[src/des_params.svh]
`ifndef DES_PARAMS_SVH
`define DES_PARAMS_SVH

// Block and half widths
`define DES_BLOCK_W 64
`define DES_HALF_W 32

// Key with parity bits, and the C/D pair after PC-1
`define DES_KEY_W 64
`define DES_CD_W 56

`define DES_SUBKEY_W 48

// Sixteen rounds split over two pipeline stages
`define DES_ROUNDS 16
`define DES_GROUP_ROUNDS 8

// IP, two round groups, FP
`define DES_LATENCY 4

`endif
[src/des_pkg.sv]
`default_nettype none

`include "des_params.svh"

package des_pkg;

    typedef enum logic {
        DES_ENCRYPT = 1'b0,
        DES_DECRYPT = 1'b1
    } des_dir_e;

    typedef struct packed {
        logic                  valid; // Strobe
        des_dir_e              dir;
        logic [`DES_KEY_W-1:0] key;
    } des_key_req_t;

    typedef struct packed {
        logic                    valid;
        logic [`DES_BLOCK_W-1:0] data;
    } des_block_t;

    // Entry 0 feeds the first round
    typedef logic [`DES_ROUNDS-1:0][`DES_SUBKEY_W-1:0] des_subkeys_t;
    typedef logic [`DES_GROUP_ROUNDS-1:0][`DES_SUBKEY_W-1:0] des_group_keys_t;

    // Tables use FIPS numbering, bit 1 is the MSB
    localparam int E_TBL [48] = '{
        32,  1,  2,  3,  4,  5,  4,  5,  6,  7,  8,  9,
         8,  9, 10, 11, 12, 13, 12, 13, 14, 15, 16, 17,
        16, 17, 18, 19, 20, 21, 20, 21, 22, 23, 24, 25,
        24, 25, 26, 27, 28, 29, 28, 29, 30, 31, 32,  1
    };

    localparam int P_TBL [32] = '{
        16,  7, 20, 21, 29, 12, 28, 17,  1, 15, 23, 26,  5, 18, 31, 10,
         2,  8, 24, 14, 32, 27,  3,  9, 19, 13, 30,  6, 22, 11,  4, 25
    };

    localparam int PC2_TBL [48] = '{
        14, 17, 11, 24,  1,  5,  3, 28, 15,  6, 21, 10,
        23, 19, 12,  4, 26,  8, 16,  7, 27, 20, 13,  2,
        41, 52, 31, 37, 47, 55, 30, 40, 51, 45, 33, 48,
        44, 49, 39, 56, 34, 53, 46, 42, 50, 36, 29, 32
    };

    // One 256-bit constant per box, row 0 first, column 0 in the top nibble
    function automatic logic [3:0] des_sbox(input logic [2:0] box, input logic [5:0] in6);
        logic [255:0] tbl;
        logic [5:0]   idx;
        case (box)
            3'd0: tbl = {64'hE4D12FB83A6C5907, 64'h0F74E2D1A6CB9538,
                         64'h41E8D62BFC973A50, 64'hFC8249175B3EA06D};
            3'd1: tbl = {64'hF18E6B34972DC05A, 64'h3D47F28EC01A69B5,
                         64'h0E7BA4D158C6932F, 64'hD8A13F42B67C05E9};
            3'd2: tbl = {64'hA09E63F51DC7B428, 64'hD709346A285ECBF1,
                         64'hD6498F30B12C5AE7, 64'h1AD069874FE3B52C};
            3'd3: tbl = {64'h7DE3069A1285BC4F, 64'hD8B56F03472C1AE9,
                         64'hA690CB7DF13E5284, 64'h3F06A1D8945BC72E};
            3'd4: tbl = {64'h2C417AB6853FD0E9, 64'hEB2C47D150FA3986,
                         64'h421BAD78F9C5630E, 64'hB8C71E2D6F09A453};
            3'd5: tbl = {64'hC1AF92680D34E75B, 64'hAF427C9561DE0B38,
                         64'h9EF528C3704A1DB6, 64'h432C95FABE17608D};
            3'd6: tbl = {64'h4B2EF08D3C975A61, 64'hD0B7491AE35C2F86,
                         64'h14BDC37EAF680592, 64'h6BD814A7950FE23C};
            default: tbl = {64'hD2846FB1A93E50C7, 64'h1FD8A374C56B0E92,
                            64'h7B419CE206ADF358, 64'h21E74A8DFC90356B};
        endcase
        idx = {in6[5], in6[0], in6[4:1]}; // Row from outer bits
        return tbl[255 - 4 * idx -: 4];
    endfunction

    function automatic logic [`DES_SUBKEY_W-1:0] des_expand(input logic [`DES_HALF_W-1:0] r);
        logic [`DES_SUBKEY_W-1:0] e;
        for (int i = 0; i < `DES_SUBKEY_W; i++) begin
            e[`DES_SUBKEY_W-1-i] = r[`DES_HALF_W - E_TBL[i]];
        end
        return e;
    endfunction

    function automatic logic [`DES_HALF_W-1:0] des_perm_p(input logic [`DES_HALF_W-1:0] s);
        logic [`DES_HALF_W-1:0] p;
        for (int i = 0; i < `DES_HALF_W; i++) begin
            p[`DES_HALF_W-1-i] = s[`DES_HALF_W - P_TBL[i]];
        end
        return p;
    endfunction

    function automatic logic [`DES_SUBKEY_W-1:0] des_pc2(input logic [`DES_CD_W-1:0] cd);
        logic [`DES_SUBKEY_W-1:0] k;
        for (int i = 0; i < `DES_SUBKEY_W; i++) begin
            k[`DES_SUBKEY_W-1-i] = cd[`DES_CD_W - PC2_TBL[i]];
        end
        return k;
    endfunction

endpackage

`default_nettype wire

[src/des_round_group.sv]
`timescale 1ns/1ps
`default_nettype none

`include "des_params.svh"

module des_round_group import des_pkg::*; (
    input  logic            ck,
    input  logic            rst_n,
    input  des_block_t      blk_in,
    input  des_group_keys_t keys,
    output des_block_t      blk_out
);

    logic [`DES_GROUP_ROUNDS:0][`DES_BLOCK_W-1:0] chain;

    assign chain[0] = blk_in.data;

    for (genvar g = 0; g < `DES_GROUP_ROUNDS; g++) begin : g_round
        des_round round_i (
            .half_in  (chain[g]),
            .subkey   (keys[g]),
            .half_out (chain[g+1])
        );
    end

    always_ff @(posedge ck) begin
        if (blk_in.valid) begin
            blk_out.data <= chain[`DES_GROUP_ROUNDS]; // Capture only real blocks
        end
        if (!rst_n) begin
            blk_out.valid <= 1'b0;
        end else begin
            blk_out.valid <= blk_in.valid;
        end
    end

endmodule

`default_nettype wire

[src/des_round.sv]
`timescale 1ns/1ps
`default_nettype none

`include "des_params.svh"

module des_round import des_pkg::*; (
    input  logic [`DES_BLOCK_W-1:0]  half_in,
    input  logic [`DES_SUBKEY_W-1:0] subkey,
    output logic [`DES_BLOCK_W-1:0]  half_out
);

    localparam int NUM_SBOX = 8;

    logic [`DES_HALF_W-1:0]   l_in;
    logic [`DES_HALF_W-1:0]   r_in;
    logic [`DES_SUBKEY_W-1:0] mixed;
    logic [`DES_HALF_W-1:0]   sb_out;
    logic [`DES_HALF_W-1:0]   f_out;

    assign l_in = half_in[`DES_BLOCK_W-1:`DES_HALF_W];
    assign r_in = half_in[`DES_HALF_W-1:0];

    assign mixed = des_expand(r_in) ^ subkey; // Key mix

    // Box 0 takes the top six bits
    always_comb begin
        for (int j = 0; j < NUM_SBOX; j++) begin
            sb_out[`DES_HALF_W-1-4*j -: 4] = des_sbox(3'(j), mixed[`DES_SUBKEY_W-1-6*j -: 6]);
        end
    end

    assign f_out = des_perm_p(sb_out);

    assign half_out = {r_in, l_in ^ f_out}; // New L, new R

endmodule

`default_nettype wire

[config.mk]
export PLATFORM = sky130hd
export DESIGN_NAME = des_round_group
export DESIGN_NICKNAME = d
export VERILOG_FILES = /design/src/des_pkg.sv /design/src/des_round_group.sv /design/src/des_round.sv
export VERILOG_INCLUDE_DIRS = /design/src
export SDC_FILE = /design/constraint.sdc
export NUM_CORES = 2
export LEC_CHECK = 0
export ABC_AREA = 1
export BUFFER_PORTS_ARGS = -buffer_cell sky130_fd_sc_hd__buf_2
export CAP_MARGIN = 20
export CORE_MARGIN = 3
export CORE_UTILIZATION = 31
export CTS_CLUSTER_SIZE = 20
export DETAILED_ROUTE_END_ITERATION = 6
export HOLD_SLACK_MARGIN = 0.08
export PLACE_DENSITY = 0.57
export SLEW_MARGIN = 5
export SYNTH_ARGS = -nofsm -noshare
export SYNTH_HDL_FRONTEND = slang
export SYNTH_SLANG_ARGS = --single-unit
export TNS_END_PERCENT = 30
[constraint.sdc]
create_clock -name ck -period 19 [get_ports ck]
set_input_delay 0 -clock ck [delete_from_list [all_inputs] [get_ports ck]]
set_output_delay 0 -clock ck [all_outputs]
set_load 0.1 [all_outputs]
==> flow_metrics.py <==
metrics = {
    "drt": {
        "met3_length_um": 18810,
        "drc": 0,
        "drtIter0Drc": 8335,
        "vias_per_cell": 5.317,
        "maxUsedRoutingLayer": "met5",
        "via_count": 71614,
        "drt_pass1_iterations": 7,
        "ant_nets": 0,
        "dr_wl_met2_um": 112300,
        "routed_wirelength_um": 250600,
        "wl_met1_um": 99960,
        "avgRoutedWirePerCell_um": 18.61,
    },
    "placed_design": {
        "place_ws_ns": 5.791,
        "placed_cells": 13342,
        "dp_hpwl_um": 214700,
        "gp_congestion": 1.021,
        "place.port_buffers": 515,
    },
    "clock_tree": {
        "tritoncts": "done",
        "cts.clk_slew.worst_paths_ns": 0.06,
        "cts_hold_buf": 1,
        "htreeDepth": 3,
        "cts-resized-gates": 0,
        "post_cts_buffers": 0,
        "cts_max_path_buffers": 2,
        "clockRootBuffer": "clkbuf_16",
        "cts_sinks": 65,
        "numCtsBuffers": 9,
    },
    "critical_path": {
        "cp.depth": 84,
        "end_kind": "flip-flop",
        "required_ns": 19.14,
        "crit_type": "in -> reg",
        "path_common_cell": "nand2_1",
        "slowest_stage": "xnor2_1",
        "cp_max_fo": 12,
        "critPathLaunchType": "input pin",
        "startpoint": "blk_in[7]",
        "critPathCapture": "blk_out[11]",
        "crit_buf_inv": 8,
        "crit_family": "simple AND/OR/NAND/NOR gates",
        "crit_path_max_incr_delay_ns": 0.76,
        "crit_arrival_ns": 13.23,
    },
    "synth": {
        "avgSynthCellArea_um2": 5.175,
        "syn_nets": 11608,
        "ys.flop_type": "edfxtp_1",
        "synth_cells": 10687,
        "synth.most_common_cell": "nand2_1",
        "yosysTopAreaCell": "nand3_1",
        "synth_cell_types": 41,
        "synth_warnings": 0,
        "yosys_register_bits": 65,
        "async_reset_ff_frac": 0,
        "ys_top_cells_by_area": "nand3_1, nand2_1, ha_1",
        "ys_seq_area_frac": 0.03511,
        "synth-edff-count": 64,
        "netlist.area_leader.share": 0.3140,
        "syn_area_um2": 55300,
        "synth_commonest_cells": "nand2_1, nand3_1, inv_1, ha_1, nand2_2",
    },
    "timing": {
        "setup_violations": 0,
        "maxSlewViolCount": 0,
        "period_minus_slack_ns": 13.10,
        "slew_headroom": 0.3741,
        "rsz0062_at_grt": "no",
        "fin_ws_ns": 5.905,
        "max_freq_mhz": 76.36,
        "worst_pin_slew_ns": 0.9357,
        "fin_setup_tns_ns": 0,
        "layout_worst_path_cycle_share": 0.6892,
        "hold_viol": 0,
    },
    "cells_and_area": {
        "multi_input_area_um2": 47530,
        "regArea_um2": 1942,
        "nNetsFinal": 11935,
        "largest_register_ffs": 65,
        "fin_cells": 13470,
        "layout-drive-gt1-share": 0.1253,
        "fillCellCount": 20433,
        "fin_util": 0.3384,
        "area_growth_pct": 8.109,
        "top_register": "blk_out",
        "reg.largest.list": "blk_out (65)",
    },
    "worst_hold_path": {
        "min_path_type": "in -> reg",
    },
    "job": {
        "maxCapViolations": 0,
    },
    "floorplanning": {
        "die-height_um": 428.4,
        "core_area_um2": 176700,
        "ios": 516,
        "dieArea_um2": 183500,
        "placementRows": 154,
        "die_x_um": 428.4,
        "start_util": 0.3130,
    },
    "global_route": {
        "grt_start_max_net_pins": 66,
        "global_route.usage.total": 0.2583,
        "antenna_found_initial": 152,
        "first_global_vias": 61541,
        "grt_pass1_wl_um": 371800,
        "grt_overflow": 0,
    },
    "outcome": {
        "status": "finished clean",
    },
}
==> placed cells by master (no fill, tap or decap), types with 30 or more instances in the layout <==
master,instances
nand2_4,59
inv_1,951
nand3_2,132
nand2_1,4409
nand3_1,3469
nor2_1,68
buf_2,515
a21oi_1,41
ha_1,470
inv_2,150
xor2_2,30
diode_2,112
nand2_2,413
edfxtp_1,64
nand3b_1,36
==> routing by layer <==
metal / vias up / GRT usage
met3: 578 / 0.03581
met5: - / 0
li1: 35698 / -
met1: 31984 / 0.3162
met4: 18 / 0.2028
met2: 3336 / 0.4071
==> layout make-up <==
| cell class | instances | share of cell area |
|---|---|---|
| diodes | 112 | 0.004688 |
| clock buffers | 10 | 0.003830 |
| clock inverters | 5 | 0.001193 |
| inverters | 1115 | 0.07021 |
| multi-input cells | 9305 | 0.7951 |
| flip-flops and latches | 65 | 0.03248 |
| well taps | 2340 | 0.04897 |
| repair buffers | 518 | 0.04353 |
==> worst min-delay path by stage <==
stage / startpoint / to / slack (ns) / cells past startpoint
after floorplan: blk_in[64] / blk_out[64] / 0.09 / 2
after global placement: rst_n / blk_out[64] / 0.19 / 3
after CTS: keys[341] / blk_out[27] / 0.17 / 5
after global routing: keys[347] / blk_out[25] / 0.22 / 5
after detailed placement: rst_n / blk_out[64] / 0.19 / 3
final: keys[341] / blk_out[27] / 0.19 / 5
==> stage by stage <==
step / cell area, um^2 / hold slack, ns
after floorplan: 55300 / 0.09345
after global placement: 59190 / 0.1879
after detailed placement: 59190 / 0.1890
after CTS: 59500 / 0.1734
after global routing: 59720 / 0.2196
final: 59780 / 0.1858
==> kinds of logic (layout without fill, tap and decap cells) <==
kind of cell,after synthesis,after routing,synth area share
xor+xnor,104,104,0.03181
flops,65,65,0.03511
fa+ha+maj,470,470,0.1063
other cells,0,112,0
buf+inv,1317,1648,0.1053
compound gates,105,105,0.01052
simple gates,8626,8626,0.7109
Power is left out: the tool's default activity adds up to more than one toggle a clock period on the data nets, which glitch-free logic cannot reach.
