`src/des_params.svh`:
```
`ifndef DES_PARAMS_SVH
`define DES_PARAMS_SVH

// Block and half widths
`define DES_BLOCK_W 64
`define DES_HALF_W 32

// Key with parity bits, and the C/D pair after PC-1
`define DES_KEY_W 64
`define DES_CD_W 56

`define DES_SUBKEY_W 48

// Sixteen rounds split over two pipeline stages
`define DES_ROUNDS 16
`define DES_GROUP_ROUNDS 8

// IP, two round groups, FP
`define DES_LATENCY 4

`endif
```
`src/des_pkg.sv`:
```
`default_nettype none

`include "des_params.svh"

package des_pkg;

    typedef enum logic {
        DES_ENCRYPT = 1'b0,
        DES_DECRYPT = 1'b1
    } des_dir_e;

    typedef struct packed {
        logic                  valid; // Strobe
        des_dir_e              dir;
        logic [`DES_KEY_W-1:0] key;
    } des_key_req_t;

    typedef struct packed {
        logic                    valid;
        logic [`DES_BLOCK_W-1:0] data;
    } des_block_t;

    // Entry 0 feeds the first round
    typedef logic [`DES_ROUNDS-1:0][`DES_SUBKEY_W-1:0] des_subkeys_t;
    typedef logic [`DES_GROUP_ROUNDS-1:0][`DES_SUBKEY_W-1:0] des_group_keys_t;

    // Tables use FIPS numbering, bit 1 is the MSB
    localparam int E_TBL [48] = '{
        32,  1,  2,  3,  4,  5,  4,  5,  6,  7,  8,  9,
         8,  9, 10, 11, 12, 13, 12, 13, 14, 15, 16, 17,
        16, 17, 18, 19, 20, 21, 20, 21, 22, 23, 24, 25,
        24, 25, 26, 27, 28, 29, 28, 29, 30, 31, 32,  1
    };

    localparam int P_TBL [32] = '{
        16,  7, 20, 21, 29, 12, 28, 17,  1, 15, 23, 26,  5, 18, 31, 10,
         2,  8, 24, 14, 32, 27,  3,  9, 19, 13, 30,  6, 22, 11,  4, 25
    };

    localparam int PC2_TBL [48] = '{
        14, 17, 11, 24,  1,  5,  3, 28, 15,  6, 21, 10,
        23, 19, 12,  4, 26,  8, 16,  7, 27, 20, 13,  2,
        41, 52, 31, 37, 47, 55, 30, 40, 51, 45, 33, 48,
        44, 49, 39, 56, 34, 53, 46, 42, 50, 36, 29, 32
    };

    // One 256-bit constant per box, row 0 first, column 0 in the top nibble
    function automatic logic [3:0] des_sbox(input logic [2:0] box, input logic [5:0] in6);
        logic [255:0] tbl;
        logic [5:0]   idx;
        case (box)
            3'd0: tbl = {64'hE4D12FB83A6C5907, 64'h0F74E2D1A6CB9538,
                         64'h41E8D62BFC973A50, 64'hFC8249175B3EA06D};
            3'd1: tbl = {64'hF18E6B34972DC05A, 64'h3D47F28EC01A69B5,
                         64'h0E7BA4D158C6932F, 64'hD8A13F42B67C05E9};
            3'd2: tbl = {64'hA09E63F51DC7B428, 64'hD709346A285ECBF1,
                         64'hD6498F30B12C5AE7, 64'h1AD069874FE3B52C};
            3'd3: tbl = {64'h7DE3069A1285BC4F, 64'hD8B56F03472C1AE9,
                         64'hA690CB7DF13E5284, 64'h3F06A1D8945BC72E};
            3'd4: tbl = {64'h2C417AB6853FD0E9, 64'hEB2C47D150FA3986,
                         64'h421BAD78F9C5630E, 64'hB8C71E2D6F09A453};
            3'd5: tbl = {64'hC1AF92680D34E75B, 64'hAF427C9561DE0B38,
                         64'h9EF528C3704A1DB6, 64'h432C95FABE17608D};
            3'd6: tbl = {64'h4B2EF08D3C975A61, 64'hD0B7491AE35C2F86,
                         64'h14BDC37EAF680592, 64'h6BD814A7950FE23C};
            default: tbl = {64'hD2846FB1A93E50C7, 64'h1FD8A374C56B0E92,
                            64'h7B419CE206ADF358, 64'h21E74A8DFC90356B};
        endcase
        idx = {in6[5], in6[0], in6[4:1]}; // Row from outer bits
        return tbl[255 - 4 * idx -: 4];
    endfunction

    function automatic logic [`DES_SUBKEY_W-1:0] des_expand(input logic [`DES_HALF_W-1:0] r);
        logic [`DES_SUBKEY_W-1:0] e;
        for (int i = 0; i < `DES_SUBKEY_W; i++) begin
            e[`DES_SUBKEY_W-1-i] = r[`DES_HALF_W - E_TBL[i]];
        end
        return e;
    endfunction

    function automatic logic [`DES_HALF_W-1:0] des_perm_p(input logic [`DES_HALF_W-1:0] s);
        logic [`DES_HALF_W-1:0] p;
        for (int i = 0; i < `DES_HALF_W; i++) begin
            p[`DES_HALF_W-1-i] = s[`DES_HALF_W - P_TBL[i]];
        end
        return p;
    endfunction

    function automatic logic [`DES_SUBKEY_W-1:0] des_pc2(input logic [`DES_CD_W-1:0] cd);
        logic [`DES_SUBKEY_W-1:0] k;
        for (int i = 0; i < `DES_SUBKEY_W; i++) begin
            k[`DES_SUBKEY_W-1-i] = cd[`DES_CD_W - PC2_TBL[i]];
        end
        return k;
    endfunction

endpackage

`default_nettype wire

```
`src/des_key_schedule.sv`:
```
`timescale 1ns/1ps
`default_nettype none

`include "des_params.svh"

module des_key_schedule import des_pkg::*; (
    input  logic         ck,
    input  logic         rst_n,
    input  des_key_req_t key_req,
    output des_subkeys_t subkeys
);

    localparam int CD_HALF = `DES_CD_W / 2;

    // PC-1 drops the parity bits
    localparam int PC1_TBL [56] = '{
        57, 49, 41, 33, 25, 17,  9,  1, 58, 50, 42, 34, 26, 18,
        10,  2, 59, 51, 43, 35, 27, 19, 11,  3, 60, 52, 44, 36,
        63, 55, 47, 39, 31, 23, 15,  7, 62, 54, 46, 38, 30, 22,
        14,  6, 61, 53, 45, 37, 29, 21, 13,  5, 28, 20, 12,  4
    };

    logic [`DES_CD_W-1:0] cd_pc1;
    logic [CD_HALF-1:0]   c_rot;
    logic [CD_HALF-1:0]   d_rot;
    des_subkeys_t         ks_fwd;

    always_comb begin
        for (int i = 0; i < `DES_CD_W; i++) begin
            cd_pc1[`DES_CD_W-1-i] = key_req.key[`DES_KEY_W - PC1_TBL[i]];
        end
        c_rot = cd_pc1[`DES_CD_W-1:CD_HALF];
        d_rot = cd_pc1[CD_HALF-1:0];
        // Whole schedule unrolled in one cycle
        for (int r = 0; r < `DES_ROUNDS; r++) begin
            if (r == 0 || r == 1 || r == 8 || r == `DES_ROUNDS - 1) begin
                c_rot = {c_rot[CD_HALF-2:0], c_rot[CD_HALF-1]};
                d_rot = {d_rot[CD_HALF-2:0], d_rot[CD_HALF-1]};
            end else begin
                c_rot = {c_rot[CD_HALF-3:0], c_rot[CD_HALF-1:CD_HALF-2]};
                d_rot = {d_rot[CD_HALF-3:0], d_rot[CD_HALF-1:CD_HALF-2]};
            end
            ks_fwd[r] = des_pc2({c_rot, d_rot});
        end
    end

    always_ff @(posedge ck) begin
        if (!rst_n) begin
            subkeys <= '0;
        end else if (key_req.valid) begin
            for (int r = 0; r < `DES_ROUNDS; r++) begin
                if (key_req.dir == DES_ENCRYPT) begin
                    subkeys[r] <= ks_fwd[r];
                end else begin
                    subkeys[r] <= ks_fwd[`DES_ROUNDS-1-r]; // Reverse order
                end
            end
        end
    end

endmodule

`default_nettype wire

```
`config.mk`:
```
export PLATFORM = sky130hd
export DESIGN_NAME = des_key_schedule
export DESIGN_NICKNAME = d
export VERILOG_FILES = /design/src/des_pkg.sv /design/src/des_key_schedule.sv
export VERILOG_INCLUDE_DIRS = /design/src
export SDC_FILE = /design/constraint.sdc
export NUM_CORES = 1
export LEC_CHECK = 0
export ABC_AREA = 1
export BUFFER_PORTS_ARGS = -buffer_cell sky130_fd_sc_hd__buf_2
export CAP_MARGIN = 20
export CORE_AREA = 2 2 326 328
export CTS_CLUSTER_SIZE = 12
export DETAILED_ROUTE_END_ITERATION = 10
export DIE_AREA = 0 0 328 330
export PLACE_DENSITY = 0.57
export SKIP_LAST_GASP = 1
export SYNTH_ARGS = -nofsm -noshare
export SYNTH_HDL_FRONTEND = slang
export SYNTH_SLANG_ARGS = --single-unit
```
`constraint.sdc`:
```
create_clock -name ck -period 1.75 [get_ports ck]
set_input_delay 0.35 -clock ck [delete_from_list [all_inputs] [get_ports ck]]
set_output_delay 0.35 -clock ck [all_outputs]
set_load 0.05 [all_outputs]
```
==> flow_summary.toml <==
[outcome]
status = "completed"

[logic_synthesis]
netlist_area_um2 = 29160
ys_ff_latch = 688
synth_cells = 4280
seq_area_frac_synth = 0.4723
synth_area_leaders = "dfxtp_1, nor2_1, nand3_1"
syn_nets = 4348
synth_top_cell_by_area = "dfxtp_1"
yosysWarnings = 0
avgSynthCellArea_um2 = 6.814
yosysUniqueCellTypes = 17
synth_top_area_share = 0.4723

[sta]
period_needed_ps = 1699
hold_viol_final = 0
post-route-period-util = 0.9707
drv_slew = 0
finClkSkew_ps = 0
holdWs_ps = 96.21
slew-limit-headroom = 0.4665
grt_setup_unrepaired = "false"
setup_viol_count_final = 0
fmax_mhz = 588.7
tightest_slew_ps = 797.3

[placed_design]
dp.cells = 6325
dp_hpwl_um = 95150
place.gp.congestion = 0.8813
port_buffers = 827

[setup_path]
arrival_ps = 1350
reg2regPathDepth = 4
reg2reg_slack_ps = 970
crit_buf_inv = 1
worst_setup_path_start_kind = "register"
worstReg2RegEnd = "subkeys[33]$_SDFFE_PN0P_"
cp.required_ps = 1400
r2r-start = "subkeys[33]$_SDFFE_PN0P_"
cp_top_family = "flip-flops"
crit_path_max_incr_delay_ps = 410
path_class = "reg -> out"
slowest_stage = "dfxtp_1"
crit_path_end_kind = "primary output"
cp-startpoint = "subkeys[17]$_SDFFE_PN0P_"
crit_fanout = 3
path_cells = "buf_2"

[global_routing]
grt_start_max_net_pins = 79
grt_pass1_wl_um = 181600
grt_overflow = 0
antenna_found_initial = 5
grt_use_total = 0.2277
grt_pass1_vias = 26630

[die]
core_area_um2 = 104700
std_cell_rows = 119
die_area_um2 = 108200
io_pins = 836
die_h_um = 330
start_util = 0.2786
die_w_um = 328

[detailed_routing]
detail-route-antenna-nets = 0
avgRoutedWirePerCell_um = 20.07
via_count = 29910
drt-initial-drc-count = 3193
vias_per_cell = 4.618
drt_pass1_iterations = 6
wl_um = 130000
drc = 0

[finish]
multi_input_area_um2 = 11160
nFillCells = 11210
top_register = "subkeys"
layoutNonFillerInstCount = 6477
final_core_util = 0.3607
largest_reg_flops = 688
regArea_um2 = 13780
top_regs = "subkeys x688"
drive_above_1_share = 0.2267
area_delta_synth_final_pct = 29.47
mostFrequentLayoutCells = "nor2_1, buf_2, dfxtp_1, nand2_1, inv_1"
layout_commonest_cell = "nor2_1"
final_nets = 5084

[cts]
clockBufferDepth = 3
h-tree-depth = 3
cts_buffers = 80
cts.sink_count = 688
tritoncts = "done"
clockRootBuffer = "clkbuf_16"
clk_pin_slew_ps = 60
clk_latency_ps = 630

[run]
drv_cap = 0

[power_and_ir_drop]
fin_total_pwr_mw = 45.41
netSwitchingPower_mw = 16.26
powerDensity_nw_per_um2 = 1203
p_sw_frac = 0.3581
combinationalPowerShare = 0.239
leakage_nw = 21.50
ir_worst_vdd_mv = 0.7136
seq_power_share = 0.387
p_int_mw = 29.15
p_clk_frac = 0.375

[hold_path]
min_path_cells = 5
hold_path_end = "subkeys[639]$_SDFFE_PN0P_"
hp-start = "key_req[27]"
hp-class = "in -> reg"
-- synth_stat cells, drive strengths merged --
library cell	n
buf	240
clkbuf	111
dfxtp	688
inv	512
nand2	615
nand3	460
nor2	1426
o21ai	228
-- cells by family (layout without fill, tap and decap cells) --
family | count (synthesis) | after routing | synth area share
AOI/OAI and AO/OA | 228 | 228 | 0.03913
buffers and inverters | 863 | 1664 | 0.1449
DFF | 688 | 688 | 0.4723
other | 0 | 5 | 0
and+or+nand+nor | 2501 | 2501 | 0.3437
-- routing by layer --
| layer | wire [um] | track usage |
|---|---|---|
| met5 | 20 | 0 |
| met2 | 56940 | 0.3496 |
| met3 | 13100 | 0.06233 |
| met1 | 55750 | 0.3056 |
| met4 | 4215 | 0.08037 |
-- worst reg2reg max path, stage by stage, from the launching register on --
cell	delay, ps
dfxtp_1	460
nor2_1	80
nor2_1	90
nand2_1	60
inv_1	50
-- power by group through the flow --
stage / combinational, mW / sequential (mW) / clock, mW
finish: 10.8 / 17.6 / 17.0
detailed placement: 10.7 / 17.9 / 0
floorplan: 3.74 / 21.7 / 0
global placement: 10.7 / 17.9 / 0
CTS: 10.8 / 17.6 / 17.3
global route: 11.5 / 17.7 / 17.9
-- timing repair --
item,4_1_cts,5_1_grt
gates resized for setup,56,5
hold endpoints to repair,0,0
hold buffers,0,0
setup endpoints to repair,56,3
buffers inserted,0,0
-- how the worst max path moves through the flow --
| stage | endpoint | slack, ps | cells past startpoint |
|---|---|---|---|
| after detailed placement | subkeys[26]$_SDFFE_PN0P_ | 130 | 5 |
| after CTS | subkeys[417] | -40 | 1 |
| final | subkeys[395] | 50 | 1 |
| after floorplan | subkeys[323]$_SDFFE_PN0P_ | 400 | 7 |
| after global placement | subkeys[26]$_SDFFE_PN0P_ | 150 | 5 |
| after global routing | subkeys[17] | 1 | 1 |
-- area by class of cell --
type,instances,area share
sequential,688,0.3649
clock inverter,24,0.007158
antenna,5,0.0003314
tap,1391,0.04609
timing repair buffer,1005,0.1721
inverter,512,0.05110
clock buffer,123,0.06266
multi-input combinational,2729,0.2957
-- per-stage QoR --
step           area, um^2  TNS [ps]  setup WS [ps]
2_1_floorplan       29160         0          401.4
3_3_place_gp        34960         0          145.7
3_5_place_dp        34960         0          132.8
4_1_cts             37740    -81.28         -41.57
5_1_grt             37750         0          1.113
6_report            37760         0          51.24
Power figures use the tool's default switching activity.
